## src/rtl/eae_settings.svh

```systemverilog
// ==========================================================================
// Sizing for the mode-A EAE. EAE_FIFO_DEPTH must be a power of two.
// ==========================================================================
`ifndef EAE_SETTINGS_SVH
`define EAE_SETTINGS_SVH

// machine word, used for AC, MQ and the memory operand
`define EAE_WORD_W      12

// step counter, also holds a shift count of up to 31
`define EAE_SC_W        5

// job slots between setup and engine
`define EAE_FIFO_DEPTH  4

// operand shift field at or above this saturates the result
`define EAE_MAX_SHIFT   24

`endif

```

## src/rtl/eae_pkg.sv

```systemverilog
// ==========================================================================
// Types shared by the EAE blocks. Widths come from eae_settings.svh.
// ==========================================================================
`default_nettype none

`include "eae_settings.svh"

package eae_pkg;

    // one machine word (AC, MQ, operand)
    typedef logic [`EAE_WORD_W-1:0] word_t;

    // step counter and shift count
    typedef logic [`EAE_SC_W-1:0] sc_t;

    // mode-A operations kept in this unit
    typedef enum logic [2:0]
    {
        OP_MUL = 3'd0,  // AC:MQ = AC + MQ * operand
        OP_DIV = 3'd1,  // restoring divide of AC:MQ
        OP_SHL = 3'd2,  // link:AC:MQ left, zero fill
        OP_ASR = 3'd3,  // AC:MQ right, sign fill
        OP_LSR = 3'd4   // AC:MQ right, zero fill
    } eae_op_t;

    // iteration engine
    typedef enum logic [1:0]
    {
        ST_IDLE    = 2'd0,  // waiting for a job
        ST_ITERATE = 2'd1,  // one step per clock
        ST_DONE    = 2'd2   // result held until taken
    } engine_state_t;

endpackage

`default_nettype wire

```

## src/rtl/eae_engine.sv

```systemverilog
// ==========================================================================
// One iteration step per clock: 12 for MUL and DIV, one per place for the
// shifts. The result stays on res_* until res_ready; no pop meanwhile.
// ==========================================================================
`timescale 1ns/1ps
`default_nettype none

`include "eae_settings.svh"

module eae_engine
(
    input  wire logic             clk,
    input  wire logic             reset,
    input  wire logic             q_valid,
    input  wire eae_pkg::eae_op_t q_op,
    input  wire eae_pkg::word_t   q_ac,
    input  wire eae_pkg::word_t   q_mq,
    input  wire eae_pkg::word_t   q_operand,
    input  wire logic             q_link,
    input  wire eae_pkg::sc_t     q_count,
    input  wire logic             q_done,
    input  wire logic             res_ready,
    output logic                  q_ready,
    output logic                  res_valid,
    output eae_pkg::word_t        res_ac,
    output eae_pkg::word_t        res_mq,
    output logic                  res_link
);
    import eae_pkg::*;

    engine_state_t          state;
    eae_op_t                op_r;
    word_t                  operand_r;
    sc_t                    step_r;
    logic [`EAE_WORD_W:0]   mul_sum;   // carry out of AC
    logic [`EAE_WORD_W+1:0] div_diff;  // top bit is the borrow

    // pop only in IDLE with a job waiting
    assign q_ready   = (state == ST_IDLE) && q_valid;
    assign res_valid = state == ST_DONE;

    // multiplier bit comes out of MQ bit 0
    assign mul_sum = {1'b0, res_ac} + (res_mq[0] ? {1'b0, operand_r} : '0);

    // trial subtract of the divisor from AC with the next MQ bit shifted in
    assign div_diff = {1'b0, res_ac, res_mq[`EAE_WORD_W-1]} - {2'b00, operand_r};

    always_ff @(posedge clk)
    begin
        if (reset)
            state <= ST_IDLE;
        else
        begin
            case (state)
                ST_IDLE:
                    if (q_ready)
                        state <= q_done ? ST_DONE : ST_ITERATE;
                ST_ITERATE:
                    if (step_r == sc_t'(1))
                        state <= ST_DONE;  // last step this cycle
                ST_DONE:
                    if (res_ready)
                        state <= ST_IDLE;
                default:
                    state <= ST_IDLE;
            endcase
        end
    end

    always_ff @(posedge clk)
    begin
        if (q_ready)
        begin
            op_r      <= q_op;
            operand_r <= q_operand;
            step_r    <= q_count;
            res_ac    <= q_ac;
            res_mq    <= q_mq;
            res_link  <= q_link;
        end
        else if (state == ST_ITERATE)
        begin
            step_r <= step_r - sc_t'(1);
            case (op_r)
                OP_MUL:  // add if MQ bit set, then shift AC:MQ right
                    {res_ac, res_mq} <= {mul_sum, res_mq[`EAE_WORD_W-1:1]};
                OP_DIV:
                    if (!div_diff[`EAE_WORD_W+1])
                    begin
                        res_ac <= div_diff[`EAE_WORD_W-1:0];
                        res_mq <= {res_mq[`EAE_WORD_W-2:0], 1'b1};
                    end
                    else
                    begin
                        // restore by keeping the old AC, just shifted
                        res_ac <= {res_ac[`EAE_WORD_W-2:0], res_mq[`EAE_WORD_W-1]};
                        res_mq <= {res_mq[`EAE_WORD_W-2:0], 1'b0};
                    end
                OP_SHL:
                    {res_link, res_ac, res_mq} <= {res_ac, res_mq, 1'b0};
                default:  // ASR and LSR, fill from link
                    {res_ac, res_mq} <= {res_link, res_ac, res_mq[`EAE_WORD_W-1:1]};
            endcase
        end
    end

endmodule

`default_nettype wire

```

## src/rtl/eae_job_fifo.sv

```systemverilog
// ==========================================================================
// First-word fall-through job FIFO. Depth must be a power of two; a push
// is taken when full if a pop happens on the same edge.
// ==========================================================================
`timescale 1ns/1ps
`default_nettype none

`include "eae_settings.svh"

module eae_job_fifo
(
    input  wire logic             clk,
    input  wire logic             reset,
    input  wire logic             job_in_valid,
    input  wire eae_pkg::eae_op_t job_op,
    input  wire eae_pkg::word_t   job_ac,
    input  wire eae_pkg::word_t   job_mq,
    input  wire eae_pkg::word_t   job_operand,
    input  wire logic             job_link,
    input  wire eae_pkg::sc_t     job_count,
    input  wire logic             job_done,
    input  wire logic             q_ready,
    output logic                  job_in_ready,
    output logic                  q_valid,
    output eae_pkg::eae_op_t      q_op,
    output eae_pkg::word_t        q_ac,
    output eae_pkg::word_t        q_mq,
    output eae_pkg::word_t        q_operand,
    output logic                  q_link,
    output eae_pkg::sc_t          q_count,
    output logic                  q_done
);
    import eae_pkg::*;

    localparam int DEPTH = `EAE_FIFO_DEPTH;
    localparam int PTR_W = $clog2(DEPTH);
    localparam int OP_W  = $bits(eae_op_t);
    localparam int W     = $bits(word_t);
    localparam int SC_W  = $bits(sc_t);
    localparam int JOB_W = OP_W + 3 * W + SC_W + 2;

    logic [JOB_W-1:0] mem [DEPTH];
    logic [JOB_W-1:0] wr_word;
    logic [JOB_W-1:0] rd_word;
    logic [PTR_W-1:0] wr_ptr;
    logic [PTR_W-1:0] rd_ptr;
    logic [PTR_W:0]   count;
    logic             push;
    logic             pop;

    assign q_valid      = count != '0;
    assign job_in_ready = (count != (PTR_W+1)'(DEPTH)) || q_ready;
    assign push         = job_in_valid && job_in_ready;
    assign pop          = q_valid && q_ready;

    // op | ac | mq | operand | link | count | done
    assign wr_word = {job_op, job_ac, job_mq, job_operand, job_link, job_count, job_done};
    assign rd_word = mem[rd_ptr];

    assign q_done    = rd_word[0];
    assign q_count   = rd_word[SC_W:1];
    assign q_link    = rd_word[SC_W+1];
    assign q_operand = rd_word[SC_W+1+W -: W];
    assign q_mq      = rd_word[SC_W+1+2*W -: W];
    assign q_ac      = rd_word[SC_W+1+3*W -: W];
    assign q_op      = eae_op_t'(rd_word[JOB_W-1 -: OP_W]);

    always_ff @(posedge clk)
    begin
        if (push)
            mem[wr_ptr] <= wr_word;
    end

    always_ff @(posedge clk)
    begin
        if (reset)
        begin
            wr_ptr <= '0;
            rd_ptr <= '0;
            count  <= '0;
        end
        else
        begin
            if (push)
                wr_ptr <= wr_ptr + PTR_W'(1);  // wraps at DEPTH
            if (pop)
                rd_ptr <= rd_ptr + PTR_W'(1);
            case ({push, pop})
                2'b10:   count <= count + (PTR_W+1)'(1);
                2'b01:   count <= count - (PTR_W+1)'(1);
                default: ;  // both or neither
            endcase
        end
    end

endmodule

`default_nettype wire

```

## src/rtl/eae_setup.sv

```systemverilog
// ==========================================================================
// Mode A only. Shift count is operand[4:0] + 1; DIV overflow and saturated
// shifts are finished here and leave with job_done set.
// ==========================================================================
`timescale 1ns/1ps
`default_nettype none

`include "eae_settings.svh"

module eae_setup
(
    input  wire logic             clk,
    input  wire logic             reset,
    input  wire logic             cmd_valid,
    input  wire eae_pkg::eae_op_t cmd_op,
    input  wire eae_pkg::word_t   cmd_ac,
    input  wire eae_pkg::word_t   cmd_mq,
    input  wire eae_pkg::word_t   cmd_operand,
    input  wire logic             job_in_ready,
    output logic                  cmd_ready,
    output logic                  job_in_valid,
    output eae_pkg::eae_op_t      job_op,
    output eae_pkg::word_t        job_ac,
    output eae_pkg::word_t        job_mq,
    output eae_pkg::word_t        job_operand,
    output logic                  job_link,
    output eae_pkg::sc_t          job_count,
    output logic                  job_done
);
    import eae_pkg::*;

    sc_t   shift_field;
    sc_t   shift_count;
    logic  shift_sat;
    logic  div_ovf;
    logic  sign;
    logic  accept;

    word_t nx_ac;
    word_t nx_mq;
    logic  nx_link;
    sc_t   nx_count;
    logic  nx_done;

    assign shift_field = cmd_operand[`EAE_SC_W-1:0];
    assign shift_count = shift_field + sc_t'(1);                 // n = field + 1
    assign shift_sat   = shift_field >= sc_t'(`EAE_MAX_SHIFT);
    assign div_ovf     = cmd_ac >= cmd_operand;                  // quotient won't fit
    assign sign        = cmd_ac[`EAE_WORD_W-1];

    // holding register empty, or emptying on this edge
    assign cmd_ready = !job_in_valid || job_in_ready;
    assign accept    = cmd_valid && cmd_ready;

    always_comb
    begin
        nx_ac    = cmd_ac;
        nx_mq    = cmd_mq;
        nx_link  = 1'b0;
        nx_count = sc_t'(`EAE_WORD_W);  // MUL and DIV take one step per bit
        nx_done  = 1'b0;
        case (cmd_op)
            OP_DIV:
                if (div_ovf)
                begin
                    nx_mq   = {cmd_mq[`EAE_WORD_W-2:0], 1'b1};
                    nx_link = 1'b1;
                    nx_done = 1'b1;
                end
            OP_SHL, OP_LSR:
            begin
                nx_count = shift_count;
                if (shift_sat)
                begin
                    nx_ac   = '0;  // everything shifted out
                    nx_mq   = '0;
                    nx_done = 1'b1;
                end
            end
            OP_ASR:
            begin
                nx_count = shift_count;
                nx_link  = sign;  // link doubles as the fill bit
                if (shift_sat)
                begin
                    nx_ac   = {`EAE_WORD_W{sign}};
                    nx_mq   = {`EAE_WORD_W{sign}};
                    nx_done = 1'b1;
                end
            end
            default: ;  // MUL starts with link 0
        endcase
    end

    always_ff @(posedge clk)
    begin
        if (reset)
            job_in_valid <= 1'b0;
        else if (accept)
            job_in_valid <= 1'b1;
        else if (job_in_ready)
            job_in_valid <= 1'b0;  // FIFO took it
    end

    always_ff @(posedge clk)
    begin
        if (accept)
        begin
            job_op      <= cmd_op;
            job_ac      <= nx_ac;
            job_mq      <= nx_mq;
            job_operand <= cmd_operand;
            job_link    <= nx_link;
            job_count   <= nx_count;
            job_done    <= nx_done;
        end
    end

endmodule

`default_nettype wire

```

## src/rtl/eae_unit.sv

```systemverilog
// ==========================================================================
// EAE coprocessor top. Results return in command order; up to
// EAE_FIFO_DEPTH + 2 operations in flight.
// ==========================================================================
`timescale 1ns/1ps
`default_nettype none

module eae_unit
(
    input  wire logic             clk,
    input  wire logic             reset,
    input  wire logic             cmd_valid,
    input  wire eae_pkg::eae_op_t cmd_op,
    input  wire eae_pkg::word_t   cmd_ac,
    input  wire eae_pkg::word_t   cmd_mq,
    input  wire eae_pkg::word_t   cmd_operand,
    output logic                  cmd_ready,
    input  wire logic             res_ready,
    output logic                  res_valid,
    output eae_pkg::word_t        res_ac,
    output eae_pkg::word_t        res_mq,
    output logic                  res_link
);
    import eae_pkg::*;

    // setup to FIFO
    logic    job_in_valid;
    logic    job_in_ready;
    eae_op_t job_op;
    word_t   job_ac;
    word_t   job_mq;
    word_t   job_operand;
    logic    job_link;
    sc_t     job_count;
    logic    job_done;

    // FIFO to engine
    logic    q_valid;
    logic    q_ready;
    eae_op_t q_op;
    word_t   q_ac;
    word_t   q_mq;
    word_t   q_operand;
    logic    q_link;
    sc_t     q_count;
    logic    q_done;

    eae_setup setup_inst
    (
        .clk          (clk),
        .reset        (reset),
        .cmd_valid    (cmd_valid),
        .cmd_op       (cmd_op),
        .cmd_ac       (cmd_ac),
        .cmd_mq       (cmd_mq),
        .cmd_operand  (cmd_operand),
        .job_in_ready (job_in_ready),
        .cmd_ready    (cmd_ready),
        .job_in_valid (job_in_valid),
        .job_op       (job_op),
        .job_ac       (job_ac),
        .job_mq       (job_mq),
        .job_operand  (job_operand),
        .job_link     (job_link),
        .job_count    (job_count),
        .job_done     (job_done)
    );

    eae_job_fifo fifo_inst
    (
        .clk          (clk),
        .reset        (reset),
        .job_in_valid (job_in_valid),
        .job_op       (job_op),
        .job_ac       (job_ac),
        .job_mq       (job_mq),
        .job_operand  (job_operand),
        .job_link     (job_link),
        .job_count    (job_count),
        .job_done     (job_done),
        .q_ready      (q_ready),
        .job_in_ready (job_in_ready),
        .q_valid      (q_valid),
        .q_op         (q_op),
        .q_ac         (q_ac),
        .q_mq         (q_mq),
        .q_operand    (q_operand),
        .q_link       (q_link),
        .q_count      (q_count),
        .q_done       (q_done)
    );

    eae_engine engine_inst
    (
        .clk       (clk),
        .reset     (reset),
        .q_valid   (q_valid),
        .q_op      (q_op),
        .q_ac      (q_ac),
        .q_mq      (q_mq),
        .q_operand (q_operand),
        .q_link    (q_link),
        .q_count   (q_count),
        .q_done    (q_done),
        .res_ready (res_ready),
        .q_ready   (q_ready),
        .res_valid (res_valid),
        .res_ac    (res_ac),
        .res_mq    (res_mq),
        .res_link  (res_link)
    );

endmodule

`default_nettype wire

```

## config.mk

```make
export PLATFORM = sky130hd
export DESIGN_NAME = eae_unit
export DESIGN_NICKNAME = d
export VERILOG_FILES = /design/src/rtl/eae_pkg.sv /design/src/rtl/eae_engine.sv /design/src/rtl/eae_job_fifo.sv /design/src/rtl/eae_setup.sv /design/src/rtl/eae_unit.sv
export VERILOG_INCLUDE_DIRS = /design/src /design/src/rtl
export SDC_FILE = /design/constraint.sdc
export NUM_CORES = 1
export LEC_CHECK = 0
export BUFFER_PORTS_ARGS = -buffer_cell sky130_fd_sc_hd__buf_2
export CELL_PAD_IN_SITES_DETAIL_PLACEMENT = 0
export CELL_PAD_IN_SITES_GLOBAL_PLACEMENT = 2
export CORE_MARGIN = 4
export CORE_UTILIZATION = 40
export DETAILED_ROUTE_END_ITERATION = 8
export PLACE_DENSITY_LB_ADDON = 0.1
export SYNTH_ARGS = -nofsm -noshare
export SYNTH_HDL_FRONTEND = slang
export SYNTH_SLANG_ARGS = --single-unit
```

## constraint.sdc

```tcl
create_clock -name clk -period 8.2 [get_ports clk]
set_input_delay 0.41 -clock clk [delete_from_list [all_inputs] [get_ports clk]]
set_output_delay 0.41 -clock clk [all_outputs]
set_load 0.005 [all_outputs]
```

==> results.json, run 1 <==
{
  "outcome": "finished, final reports clean",
  "detailedRoute.firstIterationViolations": 504,
  "endpoint_kind": "flop",
  "syn2layout_area_growth_pct": 14.3,
  "arrival_ns": 3.50,
  "synthXorXnorAreaFrac": 0.0199,
  "path_clk_slew_ns": 0.06,
  "cp-endpoint": "fifo_inst.count[2]",
  "dpl.hpwl_um": 18500,
  "fin_nets": 1008,
  "rsz0062_at_grt": "false",
  "gr-total-overflow": 0,
  "drive_gt1_frac": 0.209,
  "synth_area_leaders": "edfxtp_1, mux4_2, ha_1",
  "power-per-cell-area_nw_per_um2": 380,
  "synthArstFlopShare": 0,
  "ioPinCount": 70,
  "start_util": 0.405,
  "clk_path_buf_depth": 3,
  "core_area_um2": 31500,
  "antenna_left": 0,
  "synthAdderAreaFrac": 0.0479,
  "rr_endpoint": "fifo_inst.count[2]",
  "cts_tree": "done",
  "reg2reg_depth": 10,
  "cp.required_ns": 8.68,
  "dr.pass1.iters": 8,
  "final_area_um2": 14600,
  "grt_pass1_vias": 7536,
  "synth_fp_nets": 928,
  "maxCapViolCount": 0,
  "fmax_mhz": 331,
  "final.setup.tns_ns": 0,
  "synth-seq-cells": 287,
  "combPwrFrac": 0.362,
  "hold_class": "in -> reg",
  "clkLatencyLatePin_ns": 0.54,
  "maxSlewHeadroom": 0.306,
  "yosysWarnings": 0,
  "power_frac_seq": 0.387,
  "power_frac_clock": 0.251,
  "syn_area_um2": 12700,
  "crit_start": "engine_inst.state[1]",
  "start_kind": "flop",
  "slew_violations": 0,
  "synth_edf_count": 275,
  "vias_per_cell": 5.36,
  "die-area_um2": 34800,
  "num_antenna_cells": 0,
  "clkSinkCount": 287,
  "synth_compound_area_frac": 0.0825,
  "hold_path.startpoint": "cmd_operand[10]",
  "peakVddDrop_mv": 0.145,
  "clock_skew_ns": 0.0124,
  "grt_usage": 0.157,
  "post_cts_resized": 0,
  "leakage_nw": 5.23,
  "synth_top_cell_area_share": 0.648,
  "p_sw_mw": 1.93,
  "setup_viol": 0,
  "fp.dieW_um": 186,
  "p_int_mw": 3.60,
  "period_share": 0.368,
  "r2r_slack_ns": 5.18,
  "gp_congestion": 0.850,
  "synth_cells": 838,
  "synth-main-ff-cell": "edfxtp_1",
  "drc": 0,
  "worst_pin_slew_ns": 1.04,
  "dpl.cell_count": 1288,
  "num_rows": 65,
  "p_sw_frac": 0.349,
  "synth_simple_gate_area_frac": 0.0641,
  "antenna_found_initial": 0,
  "synth_mux_area_frac": 0.0934,
  "critPathKind": "reg -> reg",
  "yosysTopAreaCell": "edfxtp_1",
  "io_buffers": 69,
  "grt_max_degree": 55,
  "ys_seq_area_frac": 0.667,
  "cts_setup_buffers": 0,
  "min_period_ns": 3.02,
  "placed_cell_area_um2": 13500,
  "cp_max_fo": 7,
  "routedWlPerCell_um": 20.7,
  "cts-root-buf": "clkbuf_16",
  "r2r_start": "engine_inst.state[1]",
  "ctsHoldBuffers": 0,
  "numCtsBuffers": 30,
  "synth_top_family_by_area": "multiplexers",
  "ys_types": 59,
  "fin_cells": 1338,
  "die_y_um": 186,
  "vias": 7170,
  "htreeDepth": 1,
  "grt_pass1_wl_um": 43600,
  "hold_viol_final": 0,
  "drt_wl_total_um": 27600,
  "avgSynthCellArea_um2": 15.2
}
[kinds of logic (layout without fill, tap and decap cells)]
| kind of cell | count (synthesis) | in the layout |
|---|---|---|
| buffers and inverters | 78 | 176 |
| multiplexers | 61 | 61 |
| AND/OR/NAND/NOR | 175 | 175 |
| adder cells (fa/ha/maj) | 47 | 47 |
| AO/OA/AOI/OAI | 161 | 161 |
| XOR/XNOR | 29 | 29 |
| flip-flops | 287 | 287 |
[synth_stat cells (all sizes together) (4+ instances only)]
| master | number |
|---|---|
| dfxtp | 12 |
| o211ai | 5 |
| nand2b | 5 |
| nor2 | 61 |
| a211oi | 7 |
| a21oi | 57 |
| nor3 | 5 |
| mux2i | 12 |
| a21o | 18 |
| o21ai | 30 |
| xor2 | 12 |
| a31oi | 12 |
| nand3 | 15 |
| ha | 44 |
| buf | 12 |
| nor2b | 7 |
| clkbuf | 20 |
| or3 | 9 |
| and2 | 19 |
| o22ai | 4 |
| inv | 46 |
| xnor2 | 17 |
| nand2 | 44 |
| edfxtp | 275 |
| a221o | 4 |
| mux4 | 46 |
| a221oi | 6 |
[power by group through the flow]
stage          logic, mW  registers (mW)  clock network, mW
2_1_floorplan       1.48            2.08                  0
3_3_place_gp        1.99            2.17                  0
3_5_place_dp        2.00            2.17                  0
4_1_cts             2.02            2.14               1.42
5_1_grt             2.23            2.17               1.49
6_report            2.00            2.14               1.39
[critical path, stage by stage, from the launching register on]
cell and delay, ns:
dfxtp_1 0.43, nor2_1 0.11, nor4b_1 0.73, nor2b_1 0.32, inv_1 0.13, ha_1 0.19
inv_1 0.06, fa_1 0.37, xor2_1 0.17, or3_1 0.31, a21oi_1 0.14
[cells in the final DEF, fill, tap and decap left out, drive strengths merged, types with 4 or more instances in the layout]
cell / netlist / routed
a221o: 4 / 4
inv: 46 / 49
a21o: 18 / 18
a31oi: 12 / 12
xnor2: 17 / 17
mux2i: 12 / 12
edfxtp: 275 / 275
ha: 44 / 44
dfxtp: 12 / 12
clkinv: 0 / 6
nand2b: 5 / 5
a221oi: 6 / 6
nand2: 44 / 44
mux4: 46 / 46
a21oi: 57 / 57
clkbuf: 20 / 33
a211oi: 7 / 7
nor2b: 7 / 7
o21ai: 30 / 30
xor2: 12 / 12
or3: 9 / 9
nor3: 5 / 5
o211ai: 5 / 5
bufinv: 0 / 5
and2: 19 / 19
nor2: 61 / 61
o22ai: 4 / 4
nand3: 15 / 15
buf: 12 / 80
[stage by stage]
stage	setup slack (ns)	power [mW]	hold WS (ns)	utilization
global route	4.91	5.89	0.0464	0.463
CTS	5.13	5.58	0.0454	0.463
finish	5.18	5.53	0.0690	0.463
global placement	5.27	4.16	0.470	0.430
detailed placement	5.17	4.17	0.482	0.430
floorplan	4.87	3.56	0.456	-
[registers in the layout, summed over array words and instances, names as in the netlist, 2 cells and up, named ones only]
| signal | cells |
|---|---|
| engine_inst.state | 2 |
| fifo_inst.count | 3 |
| setup_inst.job_mq | 12 |
| fifo_inst.mem | 184 |
| engine_inst.op_r | 3 |
| setup_inst.job_operand | 12 |
| fifo_inst.wr_ptr | 2 |
| engine_inst.res_ac | 12 |
| setup_inst.job_ac | 12 |
| setup_inst.job_count | 5 |
| setup_inst.job_op | 3 |
| fifo_inst.rd_ptr | 2 |
| engine_inst.operand_r | 12 |
| engine_inst.step_r | 5 |
| engine_inst.res_mq | 12 |
[worst min path at each step]
stage / to / slack (ns) / cells after the start
3_5_place_dp: fifo_inst.mem[2][12] / 0.48 / 0
2_1_floorplan: fifo_inst.count[2] / 0.46 / 2
6_report: setup_inst.job_operand[10] / 0.07 / 1
3_3_place_gp: fifo_inst.mem[2][7] / 0.47 / 0
4_1_cts: setup_inst.job_operand[10] / 0.05 / 1
5_1_grt: setup_inst.job_operand[10] / 0.05 / 1
[area by class of cell]
cell class	instances	area (µm²)
clock buffers	33	783
clock inverters	17	233
fillers	2759	16900
inverters	46	173
multi-input cells	473	3940
flip-flops and latches	287	8500
well taps	402	503
repair buffers	80	428
[per-layer routing]
metal	routed length, µm	global-route usage	vias to the layer above
met5	0	0	-
met4	430	0.0313	0
met3	1150	0.0211	35
met2	12400	0.243	175
met1	13700	0.240	3592
li1	-	-	3368
Power figures use the tool's default switching activity.
==> inputs of run 2 (changes only) <==
Clock period 8.2 ns to 2.73 ns, I/O delays scaled along.
==> run 2 against run 1 <==
Against the previous run:
- clock power increased to 3.1 times the previous value
- worst hold slack gained 0.25 ns
- first-iteration DRC count decreased by 7.7%
- total power rose to 3.1 times the previous value
- critical endpoint is now engine_inst.res_ac[8]
- largest cell class unchanged
- largest power group is now combinational logic
==> results.json, run 2 (same netlist as run 1, synthesis figures left out) <==
{
  "hold_class": "in -> reg",
  "start_util": 0.405,
  "critPathTopFamily": "compound AO/OA/AOI/OAI gates",
  "fillCellCount": 2720,
  "maxCapViolCount": 0,
  "antenna_found_initial": 0,
  "cp_max_fo": 7,
  "final.setup.tns_ns": 0,
  "min_period_ns": 2.67,
  "worst_path_max_delay_cell": "edfxtp_1",
  "largest_reg_flops": 184,
  "final_common_cell": "edfxtp_1",
  "fin_util": 0.488,
  "period_share": 0.979,
  "syn2layout_area_growth_pct": 20.5,
  "path_buf_inv": 1,
  "regArea_um2": 8500,
  "cp.required_ns": 3.02,
  "detailedRoute.firstIterationViolations": 465,
  "die_y_um": 186,
  "cts-root-buf": "clkbuf_16",
  "core_area_um2": 31500,
  "r2r_start": "engine_inst.res_mq[0]",
  "clkSinkCount": 287,
  "rsz0062_at_grt": "true",
  "maxSlewHeadroom": 0.501,
  "leakage_nw": 5.58,
  "peakVddDrop_mv": 0.560,
  "power_mw": 17.4,
  "gr-total-overflow": 0,
  "grt_pass1_wl_um": 44100,
  "clk_path_buf_depth": 3,
  "cts_tree": "done",
  "hold_viol_final": 0,
  "fmax_mhz": 374,
  "path_clk_slew_ns": 0.06,
  "final_area_um2": 15300,
  "dpl.hpwl_um": 18900,
  "die-area_um2": 34800,
  "antenna_left": 0,
  "htreeDepth": 1,
  "top_register": "fifo_inst.mem",
  "fin_cells": 1412,
  "io_buffers": 69,
  "slew_violations": 0,
  "dr.pass1.iters": 5,
  "routedWlPerCell_um": 20.0,
  "num_rows": 65,
  "hold_path.startpoint": "cmd_operand[8]",
  "drive_gt1_frac": 0.230,
  "grt_max_degree": 57,
  "clock_skew_ns": 0.00890,
  "fp.dieW_um": 186,
  "clkLatencyLatePin_ns": 0.54,
  "setup_viol": 0,
  "cpPeakStageDelay_ns": 0.49,
  "start_kind": "flop",
  "vias_per_cell": 5.24,
  "endpoint_kind": "flop",
  "layout_common_cells": "edfxtp_1, buf_2, nor2_1",
  "outcome": "finished, final reports clean",
  "ioPinCount": 70,
  "drc": 0,
  "numCtsBuffers": 30,
  "grt_pass1_vias": 7677,
  "gp_congestion": 0.844,
  "critPathKind": "reg -> reg",
  "placed_cell_area_um2": 13800,
  "arrival_ns": 2.96,
  "crit_chain": "nand2_1 -> inv_1 -> ha_1 -> a21oi_1 -> o22ai_2 -> o31ai_1 -> a21boi_0 -> xor2_1 -> a221oi_2 -> nor2_1",
  "vias": 7397,
  "worst_pin_slew_ns": 0.748,
  "drt_wl_total_um": 28200,
  "dpl.cell_count": 1310,
  "power-per-cell-area_nw_per_um2": 1130,
  "multi_input_area_um2": 4010,
  "grt_usage": 0.158,
  "num_antenna_cells": 0,
  "fin_nets": 1076,
  "crit_start": "engine_inst.res_mq[0]"
}
-- run 2: per-stage QoR --
stage | setup slack, ns | hold slack [ns]
global placement | 0.0868 | 0.328
floorplan | 0.0487 | 0.206
global route | -0.0638 | 0.322
detailed placement | 0.00194 | 0.334
CTS | 0.0197 | 0.297
finish | 0.0584 | 0.323
-- run 2: where the power goes --
group	internal [mW]	switching (mW)	leakage, nW
combinational	2.89	3.87	2.42
clock	2.64	1.66	0.512
sequential	5.80	0.502	2.65
total	11.3	6.03	5.58
-- run 2: cell type report --
cell class | count | share of cell area
multi-input combinational | 473 | 0.261
clock buffer | 34 | 0.0513
clock inverter | 22 | 0.0180
timing repair buffer | 148 | 0.0718
sequential | 287 | 0.554
inverter | 46 | 0.0112
tap | 402 | 0.0328
-- run 2: path summary, 6_finish.rpt --
check                              endpoint  slack [ns]  cells after the start
hold reg to reg        fifo_inst.mem[1][21]        0.49                      0
setup reg to reg      engine_inst.res_ac[8]        0.06                     10
hold / removal    setup_inst.job_operand[8]        0.32                      2
setup / recovery      engine_inst.res_ac[8]        0.06                     10
-- run 2: routing by layer --
metal / GRT usage / up-vias / part of all wire
met4: 0.0341 / 0 / 0.014
li1: - / 3520 / -
met2: 0.249 / 161 / 0.46
met5: 0 / - / 0
met1: 0.238 / 3683 / 0.49
met3: 0.0200 / 33 / 0.041
-- run 2: what timing repair did --
action,CTS,global route
hold buffers,44,0
gates resized for setup,1,13
setup endpoints to repair,2,5
setup buffers,0,2
pin swaps,0,2
endpoints found under the hold margin,54,0
==> inputs of run 3 (changes only) <==
--- a/config.mk
+++ b/config.mk
@@ -8,5 +8,5 @@
 export LEC_CHECK = 0
-export BUFFER_PORTS_ARGS = -buffer_cell sky130_fd_sc_hd__buf_2
 export CELL_PAD_IN_SITES_DETAIL_PLACEMENT = 0
 export CELL_PAD_IN_SITES_GLOBAL_PLACEMENT = 2
+export CORE_ASPECT_RATIO = 0.5
 export CORE_MARGIN = 4
@@ -14,2 +14,3 @@
 export DETAILED_ROUTE_END_ITERATION = 8
+export DONT_BUFFER_PORTS = 1
 export PLACE_DENSITY_LB_ADDON = 0.1
==> constraint.sdc (replaced) <==
create_clock -name clk -period 2.73 [get_ports clk]
set_input_delay 0.273 -clock clk [delete_from_list [all_inputs] [get_ports clk]]
set_output_delay 0.273 -clock clk [all_outputs]
set_load 0.005 [all_outputs]
==> run 3 against run 2 <==
Against the previous run:
- worst setup slack better by 0.0020 ns
- count of clock-buffer cells in the layout is 3 lower
- die area is 0.50% higher
- final area is 2.2% lower
- worst hold slack worse by 0.31 ns
- maximum frequency hardly changed
- largest power group unchanged
- critical path type unchanged
- critical endpoint is now engine_inst.res_ac[9]
==> results.json, run 3 (same netlist as run 1, synthesis figures left out) <==
{
  "outcome": "finished, final reports clean",
  "dr.pass1.iters": 5,
  "period_share": 0.978,
  "clkSinkCount": 287,
  "fp.dieW_um": 260,
  "dpl.hpwl_um": 20900,
  "setup_viol": 0,
  "postLayoutSetupSlackWorst_ns": 0.0604,
  "multi_input_area_um2": 3970,
  "cp_max_fo": 7,
  "fin_cells": 1382,
  "whs_ns": 0.0150,
  "regArea_um2": 8500,
  "clkLatencyLatePin_ns": 0.55,
  "grt_pass1_wl_um": 46200,
  "critPathKind": "reg -> reg",
  "r2r_slack_ns": 0.06,
  "hold_path.startpoint": "cmd_mq[9]",
  "vias_per_cell": 5.32,
  "core_area_um2": 30900,
  "place_ws_ns": 0.0396,
  "peakVddDrop_mv": 0.518,
  "cp.required_ns": 3.02,
  "hold_class": "in -> reg",
  "htreeDepth": 1,
  "fmax_mhz": 375,
  "final.setup.tns_ns": 0,
  "drc": 0,
  "fin_util": 0.486,
  "slew_violations": 0,
  "maxSlewHeadroom": 0.525,
  "worst_pin_slew_ns": 0.710,
  "power-per-cell-area_nw_per_um2": 1130,
  "leakage_nw": 5.32,
  "endpoint_kind": "flop",
  "fillCellCount": 2693,
  "power_mw": 16.9,
  "grt_pass1_vias": 7483,
  "num_antenna_cells": 0,
  "hold_viol_final": 0,
  "grt_usage": 0.174,
  "rsz0062_at_grt": "false",
  "antenna_left": 0,
  "min_period_ns": 2.67,
  "vias": 7351,
  "routedWlPerCell_um": 21.9,
  "clk_path_buf_depth": 3,
  "fin_nets": 1028,
  "crit_start": "engine_inst.res_mq[0]",
  "die_y_um": 134,
  "min_to": "setup_inst.job_mq[9]",
  "hold_depth": 2,
  "antenna_found_initial": 0,
  "num_rows": 45,
  "drive_gt1_frac": 0.187,
  "io_buffers": 0,
  "dpl.cell_count": 1285,
  "cts-root-buf": "clkbuf_16",
  "numCtsBuffers": 27,
  "syn2layout_area_growth_pct": 17.9,
  "path_clk_slew_ns": 0.07,
  "final_area_um2": 15000,
  "gp_congestion": 0.819,
  "grt_max_degree": 47,
  "cts_tree": "done",
  "largest_reg_flops": 184,
  "die-area_um2": 34900,
  "drt_wl_total_um": 30200,
  "maxCapViolCount": 0,
  "detailedRoute.firstIterationViolations": 690,
  "start_util": 0.413,
  "final_common_cell": "edfxtp_1",
  "start_kind": "flop",
  "r2r_start": "engine_inst.res_mq[0]",
  "layout_common_cells": "edfxtp_1, nor2_1, a21oi_1, buf_4, mux4_2",
  "reg2reg_depth": 9,
  "arrival_ns": 2.96,
  "gr-total-overflow": 0,
  "placed_cell_area_um2": 13600,
  "top_register": "fifo_inst.mem",
  "rr_endpoint": "engine_inst.res_ac[9]",
  "clock_skew_ns": 0.0186,
  "ioPinCount": 70
}
-- run 3: cell count changes in the layout (fill, tap and decap cells not counted), sizes merged --
cell      change
buf          -45
bufinv        -4
clkbuf        -3
clkinv        -1
clkinvlp      +3
inv           -1
-- run 3: report_power, final --
part | leakage (nW) | internal, mW | switching [mW]
sequential | 2.65 | 5.80 | 0.551
combinational | 2.26 | 2.90 | 3.98
clock | 0.407 | 2.03 | 1.64
-- run 3: worst max-delay path: stages, from the launching register on --
cell	delay, ns
edfxtp_1	0.49
buf_6	0.18
and2_1	0.14
ha_1	0.29
a2111oi_0	0.50
a21oi_2	0.15
a31o_2	0.28
xor2_1	0.14
a21oi_1	0.15
a31oi_1	0.08
-- run 3: cell type report --
type                    count  share of cell area
clock buffers              31              0.0460
clock inverters            19              0.0121
inverters                  46              0.0115
multi-input cells         473               0.264
flip-flops and latches    287               0.567
well taps                 423              0.0353
repair buffers            103              0.0641
-- run 3: timing repair --
item | CTS | global route
resized for setup | 0 | 7
setup endpoints to repair | 0 | 5
endpoints found under the hold margin | 55 | 0
hold buffers | 44 | 0
buffers inserted | 0 | 3
-- run 3: metal layers --
metal | routed length, µm | vias up | global-route usage
met1 | 14600 | 3688 | 0.267
met5 | 0 | - | 0
li1 | - | 3427 | -
met2 | 13400 | 189 | 0.262
met3 | 1660 | 47 | 0.0353
met4 | 596 | 0 | 0.0310
-- run 3: worst max path at each step --
stage,slack (ns),end,cells after the start
finish,0.06,engine_inst.res_ac[9],9
global route,0.002,engine_inst.res_ac[8],11
CTS,0.03,engine_inst.res_ac[8],10
detailed placement,0.04,engine_inst.res_ac[8],10
global placement,0.11,engine_inst.res_ac[9],11
floorplan,0.05,fifo_inst.count[2],11
